==> src/source/axis_route_pkg.sv <==
package axis_route_pkg;

  ////////////////////////////////////////////////////////////////////////////
  // stream and port sizes
  ////////////////////////////////////////////////////////////////////////////

  // four physical output ports
  localparam int NUM_PORTS = 4;

  // beat payload and destination index
  localparam int DATA_WIDTH = 32;
  localparam int DEST_WIDTH = 2;

  // per-port buffering
  localparam int FIFO_DEPTH = 8;
  localparam int FIFO_ADDR_WIDTH = $clog2(FIFO_DEPTH);

  ////////////////////////////////////////////////////////////////////////////
  // configuration bus
  ////////////////////////////////////////////////////////////////////////////

  localparam int CFG_ADDR_WIDTH = 3;
  localparam int CFG_DATA_WIDTH = 8;

  // remap entries, one per logical destination
  localparam logic [CFG_ADDR_WIDTH-1:0] ADDR_MAP0 = 3'd0;
  localparam logic [CFG_ADDR_WIDTH-1:0] ADDR_MAP1 = 3'd1;
  localparam logic [CFG_ADDR_WIDTH-1:0] ADDR_MAP2 = 3'd2;
  localparam logic [CFG_ADDR_WIDTH-1:0] ADDR_MAP3 = 3'd3;

  // port enable mask, bit p for port p
  localparam logic [CFG_ADDR_WIDTH-1:0] ADDR_ENABLE = 3'd4;

  // drop counter, write clears
  localparam logic [CFG_ADDR_WIDTH-1:0] ADDR_DROPS = 3'd5;

  // all ports on out of reset
  localparam logic [NUM_PORTS-1:0] ENABLE_RESET = 4'hF;

endpackage

==> src/source/axis_route_cfg_if.sv <==
`timescale 1ns/10ps

interface axis_route_cfg_if
  import axis_route_pkg::*;
();

  // remap table, physical port per logical dest
  logic [NUM_PORTS-1:0][DEST_WIDTH-1:0] route_map;

  // one bit per physical port
  logic [NUM_PORTS-1:0] port_enable;

  // drop event back to the counter
  logic drop_pulse;
  logic [DEST_WIDTH-1:0] drop_port;

  // register block side
  modport regs (
    output route_map,
    output port_enable,
    input  drop_pulse,
    input  drop_port
  );

  // fan-out side
  modport fan (
    input  route_map,
    input  port_enable,
    output drop_pulse,
    output drop_port
  );

endinterface

==> src/source/axis_fan_out.sv <==
`timescale 1ns/10ps

module axis_fan_out
  import axis_route_pkg::*;
(
  // input stream
  input  logic                            s_axis_tvalid,
  output logic                            s_axis_tready,
  input  logic [DATA_WIDTH-1:0]           s_axis_tdata,
  input  logic [DEST_WIDTH-1:0]           s_axis_tdest,

  // per-port write side of the fifos
  output logic [NUM_PORTS-1:0]            fan_valid,
  input  logic [NUM_PORTS-1:0]            fan_ready,
  output logic [NUM_PORTS*DATA_WIDTH-1:0] fan_data,

  // map, mask in and drops out
  axis_route_cfg_if.fan                   cfg
);

  // physical port after remap
  logic [DEST_WIDTH-1:0] port_sel;

  // mapped port enabled
  logic port_on;

  // one-hot valid before the enable gate
  logic [NUM_PORTS-1:0] valid_onehot;

  ////////////////////////////////////////////////////////////////////////////
  // destination lookup
  ////////////////////////////////////////////////////////////////////////////

  // logical dest through the remap table
  assign port_sel = cfg.route_map[s_axis_tdest];
  assign port_on  = cfg.port_enable[port_sel];

  ////////////////////////////////////////////////////////////////////////////
  // steering
  ////////////////////////////////////////////////////////////////////////////

  // single valid bit at the selected port
  assign valid_onehot = {{(NUM_PORTS-1){1'b0}}, s_axis_tvalid} << port_sel;

  // nothing goes out on a disabled port
  assign fan_valid = port_on ? valid_onehot : '0;

  // data copied to every port, valid picks the one
  assign fan_data = {NUM_PORTS{s_axis_tdata}};

  // enabled port stalls on its fifo, disabled port sinks at once
  assign s_axis_tready = port_on ? fan_ready[port_sel] : 1'b1;

  ////////////////////////////////////////////////////////////////////////////
  // drop report
  ////////////////////////////////////////////////////////////////////////////

  // ready is high here, so valid alone marks the transfer
  assign cfg.drop_pulse = s_axis_tvalid & ~port_on;
  assign cfg.drop_port  = port_sel;

endmodule

==> src/source/axis_fifo_sync.sv <==
`timescale 1ns/10ps

module axis_fifo_sync
  import axis_route_pkg::*;
(
  input  logic                  axis_clk,
  input  logic                  arst_n,

  // write side
  input  logic                  s_axis_tvalid,
  output logic                  s_axis_tready,
  input  logic [DATA_WIDTH-1:0] s_axis_tdata,

  // read side
  output logic                  m_axis_tvalid,
  input  logic                  m_axis_tready,
  output logic [DATA_WIDTH-1:0] m_axis_tdata
);

  // storage, payload only so no reset
  logic [DATA_WIDTH-1:0] mem [FIFO_DEPTH];

  // pointers carry one extra wrap bit
  logic [FIFO_ADDR_WIDTH:0] wr_ptr;
  logic [FIFO_ADDR_WIDTH:0] rd_ptr;

  // status
  logic full;
  logic empty;

  // transfer strobes
  logic wr_en;
  logic rd_en;

  ////////////////////////////////////////////////////////////////////////////
  // status flags
  ////////////////////////////////////////////////////////////////////////////

  // same index, wrap bits differ
  assign full = (wr_ptr[FIFO_ADDR_WIDTH] != rd_ptr[FIFO_ADDR_WIDTH]) &&
                (wr_ptr[FIFO_ADDR_WIDTH-1:0] == rd_ptr[FIFO_ADDR_WIDTH-1:0]);

  // pointers fully equal
  assign empty = (wr_ptr == rd_ptr);

  // a full fifo still takes a beat while the head is popped
  assign s_axis_tready = ~full | m_axis_tready;
  assign m_axis_tvalid = ~empty;

  assign wr_en = s_axis_tvalid & s_axis_tready;
  assign rd_en = m_axis_tvalid & m_axis_tready;

  ////////////////////////////////////////////////////////////////////////////
  // pointers
  ////////////////////////////////////////////////////////////////////////////

  always_ff @(posedge axis_clk or negedge arst_n) begin
    if (!arst_n) begin
      wr_ptr <= '0;
      rd_ptr <= '0;
    end else begin
      if (wr_en) begin
        wr_ptr <= wr_ptr + 1'b1;
      end
      if (rd_en) begin
        rd_ptr <= rd_ptr + 1'b1;
      end
    end
  end

  ////////////////////////////////////////////////////////////////////////////
  // memory
  ////////////////////////////////////////////////////////////////////////////

  // write at the tail
  always_ff @(posedge axis_clk) begin
    if (wr_en) begin
      mem[wr_ptr[FIFO_ADDR_WIDTH-1:0]] <= s_axis_tdata;
    end
  end

  // head shown directly, visible the cycle after the write
  assign m_axis_tdata = mem[rd_ptr[FIFO_ADDR_WIDTH-1:0]];

endmodule

==> src/source/axis_route_regs.sv <==
`timescale 1ns/10ps

module axis_route_regs
  import axis_route_pkg::*;
(
  input  logic                      axis_clk,
  input  logic                      arst_n,
  input  logic                      cfg_wr,
  input  logic [CFG_ADDR_WIDTH-1:0] cfg_addr,
  input  logic [CFG_DATA_WIDTH-1:0] cfg_wdata,
  output logic [CFG_DATA_WIDTH-1:0] cfg_rdata,
  axis_route_cfg_if.regs            cfg
);

  // register state
  logic [NUM_PORTS-1:0][DEST_WIDTH-1:0] map_q;
  logic [NUM_PORTS-1:0]                 enable_q;
  logic [CFG_DATA_WIDTH-1:0]            drop_cnt;

  // decoded strobes
  logic clr_drops;
  logic drop_hit;

  ////////////////////////////////////////////////////////////////////////////
  // remap table and enable mask
  ////////////////////////////////////////////////////////////////////////////

  // identity map out of reset, new values seen from next beat
  always_ff @(posedge axis_clk or negedge arst_n) begin
    if (!arst_n) begin
      for (int i = 0; i < NUM_PORTS; i++) begin
        map_q[i] <= DEST_WIDTH'(i);
      end
      enable_q <= ENABLE_RESET;
    end else if (cfg_wr) begin
      case (cfg_addr)
        ADDR_MAP0: map_q[0] <= cfg_wdata[DEST_WIDTH-1:0];
        ADDR_MAP1: map_q[1] <= cfg_wdata[DEST_WIDTH-1:0];
        ADDR_MAP2: map_q[2] <= cfg_wdata[DEST_WIDTH-1:0];
        ADDR_MAP3: map_q[3] <= cfg_wdata[DEST_WIDTH-1:0];
        ADDR_ENABLE: enable_q <= cfg_wdata[NUM_PORTS-1:0];
        // 5 handled by the counter, 6 and 7 ignored
        default: ;
      endcase
    end
  end

  ////////////////////////////////////////////////////////////////////////////
  // drop counter
  ////////////////////////////////////////////////////////////////////////////

  assign clr_drops = cfg_wr && (cfg_addr == ADDR_DROPS);

  // only a disabled port can report a drop
  assign drop_hit = cfg.drop_pulse & ~enable_q[cfg.drop_port];

  // 8 bit wrap, clear wins over a same cycle drop
  always_ff @(posedge axis_clk or negedge arst_n) begin
    if (!arst_n) begin
      drop_cnt <= '0;
    end else if (clr_drops) begin
      drop_cnt <= '0;
    end else if (drop_hit) begin
      drop_cnt <= drop_cnt + 1'b1;
    end
  end

  ////////////////////////////////////////////////////////////////////////////
  // read mux
  ////////////////////////////////////////////////////////////////////////////

  // combinational, no read side effects
  always_comb begin
    cfg_rdata = '0;
    case (cfg_addr)
      ADDR_MAP0: cfg_rdata[DEST_WIDTH-1:0] = map_q[0];
      ADDR_MAP1: cfg_rdata[DEST_WIDTH-1:0] = map_q[1];
      ADDR_MAP2: cfg_rdata[DEST_WIDTH-1:0] = map_q[2];
      ADDR_MAP3: cfg_rdata[DEST_WIDTH-1:0] = map_q[3];
      ADDR_ENABLE: cfg_rdata[NUM_PORTS-1:0] = enable_q;
      ADDR_DROPS: cfg_rdata = drop_cnt;
      // unused addresses read zero
      default: cfg_rdata = '0;
    endcase
  end

  // config state out to the fan-out
  assign cfg.route_map   = map_q;
  assign cfg.port_enable = enable_q;

endmodule

==> src/source/axis_route_top.sv <==
`timescale 1ns/10ps

module axis_route_top
  import axis_route_pkg::*;
(
  input  logic                            axis_clk,
  input  logic                            arst_n,

  // input stream
  input  logic                            s_axis_tvalid,
  output logic                            s_axis_tready,
  input  logic [DATA_WIDTH-1:0]           s_axis_tdata,
  input  logic [DEST_WIDTH-1:0]           s_axis_tdest,

  // output streams, port p at bits 32p up
  output logic [NUM_PORTS-1:0]            m_axis_tvalid,
  input  logic [NUM_PORTS-1:0]            m_axis_tready,
  output logic [NUM_PORTS*DATA_WIDTH-1:0] m_axis_tdata,

  // register access
  input  logic                            cfg_wr,
  input  logic [CFG_ADDR_WIDTH-1:0]       cfg_addr,
  input  logic [CFG_DATA_WIDTH-1:0]       cfg_wdata,
  output logic [CFG_DATA_WIDTH-1:0]       cfg_rdata
);

  // fan-out to fifo write side
  logic [NUM_PORTS-1:0]            fan_valid;
  logic [NUM_PORTS-1:0]            fan_ready;
  logic [NUM_PORTS*DATA_WIDTH-1:0] fan_data;

  // map, mask and drop events
  axis_route_cfg_if cfg_if ();

  ////////////////////////////////////////////////////////////////////////////
  // configuration
  ////////////////////////////////////////////////////////////////////////////

  axis_route_regs u_regs (
    .axis_clk  (axis_clk),
    .arst_n    (arst_n),
    .cfg_wr    (cfg_wr),
    .cfg_addr  (cfg_addr),
    .cfg_wdata (cfg_wdata),
    .cfg_rdata (cfg_rdata),
    .cfg       (cfg_if.regs)
  );

  ////////////////////////////////////////////////////////////////////////////
  // routing
  ////////////////////////////////////////////////////////////////////////////

  axis_fan_out u_fan_out (
    .s_axis_tvalid (s_axis_tvalid),
    .s_axis_tready (s_axis_tready),
    .s_axis_tdata  (s_axis_tdata),
    .s_axis_tdest  (s_axis_tdest),
    .fan_valid     (fan_valid),
    .fan_ready     (fan_ready),
    .fan_data      (fan_data),
    .cfg           (cfg_if.fan)
  );

  // one fifo per output port
  for (genvar p = 0; p < NUM_PORTS; p++) begin : g_port
    axis_fifo_sync u_fifo (
      .axis_clk      (axis_clk),
      .arst_n        (arst_n),
      .s_axis_tvalid (fan_valid[p]),
      .s_axis_tready (fan_ready[p]),
      .s_axis_tdata  (fan_data[p*DATA_WIDTH +: DATA_WIDTH]),
      .m_axis_tvalid (m_axis_tvalid[p]),
      .m_axis_tready (m_axis_tready[p]),
      .m_axis_tdata  (m_axis_tdata[p*DATA_WIDTH +: DATA_WIDTH])
    );
  end

endmodule
==> config.mk <==
export PLATFORM = sky130hd
export DESIGN_NAME = axis_route_top
export DESIGN_NICKNAME = d
export VERILOG_FILES = /design/src/source/axis_route_pkg.sv /design/src/source/axis_route_cfg_if.sv /design/src/source/axis_fan_out.sv /design/src/source/axis_fifo_sync.sv /design/src/source/axis_route_regs.sv /design/src/source/axis_route_top.sv
export SDC_FILE = /design/constraint.sdc
export NUM_CORES = 1
export LEC_CHECK = 0
export ABC_CLOCK_PERIOD_IN_PS = 7400
export BUFFER_PORTS_ARGS = -buffer_cell sky130_fd_sc_hd__buf_2
export CORE_MARGIN = 2
export CORE_UTILIZATION = 50
export CTS_BUF_LIST = sky130_fd_sc_hd__clkbuf_4 sky130_fd_sc_hd__clkbuf_8 sky130_fd_sc_hd__clkbuf_16
export DETAILED_ROUTE_END_ITERATION = 10
export GPL_ROUTABILITY_DRIVEN = 0
export HOLD_SLACK_MARGIN = 0.06
export PLACE_DENSITY = 0.67
export SYNTH_ARGS = -nofsm -noshare
export SYNTH_HDL_FRONTEND = slang
export SYNTH_SLANG_ARGS = --single-unit
export TNS_END_PERCENT = 100
==> constraint.sdc <==
create_clock -name axis_clk -period 7.4 [get_ports axis_clk]
set_input_delay 0.37 -clock axis_clk [delete_from_list [all_inputs] [get_ports axis_clk]]
set_output_delay 0.37 -clock axis_clk [all_outputs]
set_load 0.02 [all_outputs]
# After elaboration in Yosys (flattened, before gate mapping)
# Memories as Yosys holds them, arrays and structs flattened.
# Cells that the tools add are included.
totals:
  register_bits: 52
  ram_bits: 1024
  inputBits: 53
  output_inout_bits: 141
  wordCells: 103
  memories: 4
op_classes:
  add_sub_neg: 9
  n_lt_le_gt_ge: 2
  n_eq_ne: 17
  n_shift: 1
  mux: 21
  n_bitwise: 23
  n_reduce_logical: 12
mem_list:
  columns: ["name", "depth", "width", "rd", "rd_clocked_by_memory_dff", "write_ports", "line_no", "text"]
  rows:
  - ["g_port[0].u_fifo.mem", 8, 32, 1, 0, 1, "axis_fifo_sync.sv:21", "logic [DATA_WIDTH-1:0] mem [FIFO_DEPTH];"]
  - ["g_port[1].u_fifo.mem", 8, 32, 1, 0, 1, "axis_fifo_sync.sv:21", null]
  - ["g_port[2].u_fifo.mem", 8, 32, 1, 0, 1, "axis_fifo_sync.sv:21", null]
  - ["g_port[3].u_fifo.mem", 8, 32, 1, 0, 1, "axis_fifo_sync.sv:21", null]
op_table:
  columns: ["cell", "n"]
  rows:
  - ["$add A4 B1 Y4 const B", 8]
  - ["$eq A4 B4 Y1", 4]
  - ["$mux W8", 2]
  - ["$eq A3 B3 Y1", 4]
  - ["$pmux W2 S6", 1]
  - ["$mux W1", 11]
  - ["$and A1 B1 Y1", 10]
  - ["$reduce_and A2 Y1", 5]
  - ["$not A1 Y1", 9]
  - ["$add A8 B1 Y8 const B", 1]
  - ["$mux W4", 2]
  - ["$eq A3 B2 Y1 const B", 2]
  - ["$eq A3 B3 Y1 const B", 2]
  - ["$lt A2 B3 Y1 const B", 2]
  - ["$logic_and A1 B1 Y1", 5]
  - ["$bmux W1 S2", 2]
  - ["$bmux W2 S2", 1]
  - ["$ne A1 B1 Y1", 4]
  - ["$or A1 B1 Y1", 4]
  - ["$pmux W2 S2", 1]
  - ["$shl A1 B2 Y4", 1]
  - ["$eq A3 B1 Y1 const B", 1]
  - ["$logic_not A3 Y1", 1]
  - ["$mux W2", 1]
  - ["$reduce_bool A2 Y1", 1]

# Logic depth before layout (Yosys ltp)
logic_depth:
  ltp_word: 9
  ltp_mapped: 6
  mapped_depth_nobuf: 6

# Cells and area by module
# A second synthesis with hierarchy kept.
hier_totals:
  cells_unflattened: 1951
  hier_area_um2: 42973.7
modules_own_cells:
  columns: ["module", "n_inst", "cells_each", "area_each_um2", "seq_area_each_um2"]
  rows:
  - ["axis_fifo_sync", 4, 424, 10173.5, 7887.6]
  - ["axis_fan_out", 1, 148, 1139.8, 0.0]
  - ["axis_route_regs", 1, 107, 1139.8, 510.5]

# Worst setup path after synthesis
# OpenSTA, ideal clock, no wires.
synth_path:
  path_kind: "in2reg"
  start: "in s_axis_tdest[0]"
  end: "mem g_port[0].u_fifo.mem[1][0], enable pin"
  setup_ps: 513
  arrival_time_ps: 4896
  required_time_ps: 6887
  setup_slack_ps: 1991
  path_stages: 5
  n_path_buf: 1
  path_cell_list: "mux4_2 -> buf_6 -> nor4_2 -> o31ai_2 -> nor4b_1"
synth_via:
  elab_chain_len: 8
  word_cells_on_any_way: 9
  classes_between: "1 x shift; 7 x mux; 1 x bitwise"
synth_rtl:
  columns: ["element", "line_no", "text"]
  rows:
  - ["start, declared", "axis_route_top.sv:13", "input logic [DEST_WIDTH-1:0] s_axis_tdest,"]
  - ["$bmux W2 S2 *", "axis_fan_out.sv:35", "assign port_sel = cfg.route_map[s_axis_tdest];"]
  - ["$mux W2 (not written as such) *", "axis_fan_out.sv:35", null]
  - ["$bmux W1 S2", "axis_fan_out.sv:36", "assign port_on = cfg.port_enable[port_sel];"]
  - ["$mux W1 (not written as such)", "axis_fan_out.sv:36", null]
  - ["$mux W4 *", "axis_fan_out.sv:46", "assign fan_valid = port_on ? valid_onehot : '0;"]
  - ["$and A1 B1 Y1 *", "axis_fifo_sync.sv:50", "assign wr_en = s_axis_tvalid & s_axis_tready;"]
  - ["$mux W1 *", "axis_fifo_sync.sv:77", "if (wr_en) begin"]
  - ["$mux W1 (not written as such) *", "axis_fifo_sync.sv:78", "mem[wr_ptr[FIFO_ADDR_WIDTH-1:0]] <= s_axis_tdata;"]
  - ["end, declared", "axis_fifo_sync.sv:21", null]
# Every way passes the cells marked *; elsewhere a longest branch is shown, timed or not. The select of a mux whose other input is x is not followed.

# Final worst setup path
layout_path:
  start: "reg g_port[0].u_fifo.rd_ptr[0]"
  end: "out m_axis_tdata[19]"
layout_via:
  elab_chain_len: 1
layout_rtl:
  columns: ["element", "line_no", "text"]
  rows:
  - ["start, declared", "axis_fifo_sync.sv:25", "logic [FIFO_ADDR_WIDTH:0] rd_ptr;"]
  - ["start signal, assigned", "axis_fifo_sync.sv:66", "rd_ptr <= rd_ptr + 1'b1;"]
  - ["$mem_v2 Z8 W32", null, null]
  - ["end, declared", "axis_route_top.sv:18", "output logic [NUM_PORTS*DATA_WIDTH-1:0] m_axis_tdata,"]
# No other way between the ends.

==> impl_metrics.ini <==
[setup_path]
arrival_ns = 3.30
path_class = register to output port
r2r_cells = 7
startpoint = g_port[0].u_fifo.rd_ptr[0]
critPathRequiredTime_ns = 7.03
cp-start-kind = register
max_stage_delay_ns = 0.78
worstPathCellList = buf_4 > mux4_2 > mux2_2 > buf_2
rrSetupSlack_ns = 4.00
r2r-start = g_port[2].u_fifo.rd_ptr[1]
critPathBufInv = 2
r2r_end = g_port[2].u_fifo.mem[4][25]
cpLargestDelayFamily = buffers and inverters
critical-path-slowest-cell = dfrtp_4
end_kind = output port
critical_path.max_fanout = 42

[place]
dpl.hpwl_um = 45200
portBuffers = 189
dpl_cell_area_um2 = 43880
dp_cells = 2996

[synth]
synthArstFlopShare_pct = 4.833
synth.most_common_cell = edfxtp_1
synthCells = 1784
dominantRegCellSynth = edfxtp_1
yosysSeqAreaShare_pct = 77.32
yosysUniqueCellTypes = 49
synthTopCellsByCount = 1024 x edfxtp_1, 260 x mux4_2, 146 x mux2_2
synth_edf_count = 1024
synth.largest_area_cell = edfxtp_1
yosys_register_bits = 1076
avgSynthCellArea_um2 = 23.24
syn_area_um2 = 41470
synth.area.top_cells = edfxtp_1 74%, mux4_2 14%, mux2_2 4.0%
synth_nets = 1846
ys_warn_count = 0
synth.top_cell.area_share_pct = 74.15

[floorplanning]
initial_core_util_pct = 50.50
ios = 194
fp.coreArea_um2 = 82110
die_y_um = 292.0
dieWidth_um = 292.0
die_area_um2 = 85260
fp-row-count = 105

[clocking]
cts-root-buf = clkbuf_16
worstSkewPairLatency_ns = 0.66
cts.clk_slew.worst_paths_ns = 0.06
numCtsBuffers = 105
postCtsResizedCells = 0
htree_num_levels = 3
cts_buffer_depth = 3
cts_tree = yes
clkSinkCount = 1076

[routing]
post_drt_wl_per_cell_um = 27.13
first_iter_violations = 1530
viasPerCell = 5.851
wirelength_um = 86680
drt_pass1_iterations = 5
vias = 18695
postRouteAntennaNets = 0
drc = 0

[sta]
relSlewSlack_pct = 31.69
max_freq_mhz = 272.4
rsz0062_at_grt = no
finalCritPeriodShare_pct = 49.60
finalSetupViolations = 0
tns_ns = 0
fin_skew_ns = 0.02919
tightest_slew_ns = 1.025
slew_viol_final = 0
period_minus_slack_ns = 3.671
finalHoldViolations = 0

[hold_path]
holdPathEnd = g_port[2].u_fifo.rd_ptr[0]
min_from = m_axis_tready[2]
hp-class = primary input to register
whs_path_depth = 3

[layout]
design_area_um2 = 47350
drive_gt1_share_pct = 40.57
area_growth_pct = 14.19
post-route-util_pct = 57.67
fin_nets = 2101
final_cells = 3195

[global_routing]
grt_pass1_vias = 19559
grt_pass1_wl_um = 127500
track_usage_pct = 20.57
grt_max_degree = 69
antenna_found_initial = 5
overflow = 0

[power]
p_leak_nw = 15.30
ir_drop_uv = 226.4
pwr_density_cell_nw_per_um2 = 372.2

[run]
max-cap-violations = 0

[outcome]
status = completed
## stage by stage
| step | hold WS (ns) | power, W | setup slack, ns |
|---|---|---|---|
| 6_report | 0.1443 | 0.01763 | 3.729 |
| 2_1_floorplan | 0.07441 | 0.01105 | 1.991 |
| 3_3_place_gp | 0.4754 | 0.01256 | 3.899 |
| 5_1_grt | 0.1468 | 0.01838 | 3.445 |
| 3_5_place_dp | 0.4772 | 0.01262 | 3.862 |
| 4_1_cts | 0.1047 | 0.01786 | 3.592 |
## cells by family after synthesis
kind of cell	Yosys count	synth area share, %
buf+inv	100	1.029
compound gates	19	0.4526
simple gates	123	1.729
flops	1076	77.32
fa+ha+maj	9	0.2716
mux	416	18.34
xor+xnor	41	0.8660
## how the worst max path moves through the flow
stage	cells past startpoint	to
2_1_floorplan	5	g_port[0].u_fifo.mem[1][0]
3_3_place_gp	7	g_port[0].u_fifo.mem[5][17]
3_5_place_dp	7	g_port[0].u_fifo.mem[5][16]
4_1_cts	4	m_axis_tdata[114]
5_1_grt	4	m_axis_tdata[72]
6_report	4	m_axis_tdata[19]
## cells in the final DEF (no fill, tap or decap), drive strengths merged, types with 10 or more instances in the layout
master	n
buf	233
bufinv	10
clkbuf	128
clkinv	44
dfrtp	44
edfxtp	1024
inv	11
mux2	146
mux2i	10
mux4	260
nand2	32
nor2	12
nor3	12
nor3b	11
xnor2	32
## state kept, by name (all words and copies together) (netlist names)
register and count:
g_port.u_fifo.mem 1024, u_regs.drop_cnt 8, u_regs.cfg.port_enable 4, u_regs.cfg.route_map 8
g_port.u_fifo.wr_ptr 16, g_port.u_fifo.rd_ptr 16
## metal layers
layer	up-vias	part of all wire, %	GRT usage (%)
met2	532	48	32.82
met5	-	0	0
li1	8019	-	-
met1	10020	42	28.62
met4	0	3.4	8.046
met3	124	6.4	3.623
## power by group
part           leakage [nW]  internal (W)  switching, W
logic                  3.79       0.00237       0.00277
clock network          1.68       0.00304       0.00219
registers              9.83       0.00692      0.000328
total                  15.3        0.0123       0.00530
## repair_timing
item | 4_1_cts | 5_1_grt
buffers inserted | 0 | 0
endpoints found under the hold margin | 58 | 0
hold buffers | 6 | 0
## worst reg2reg max path: cells and delay by family (launching register included)
family,cells,cell delay [ns]
AO/OA/AOI/OAI,1,0.46
AND/OR/NAND/NOR,3,0.79
XOR/XNOR,1,0.20
flip-flops,1,0.34
buffers and inverters,2,1.20
## cell type report
| type | count | area, um2 |
|---|---|---|
| fillers | 5848 | 34760 |
| flip-flops and latches | 1076 | 32080 |
| multi-input cells | 608 | 9150 |
| clock buffers | 128 | 2800 |
| well taps | 1070 | 1339 |
| repair buffers | 239 | 1336 |
| clock inverters | 62 | 605.6 |
| inverters | 9 | 33.78 |
| diodes | 3 | 7.507 |
Note: power is estimated with default switching activity, not from simulation.
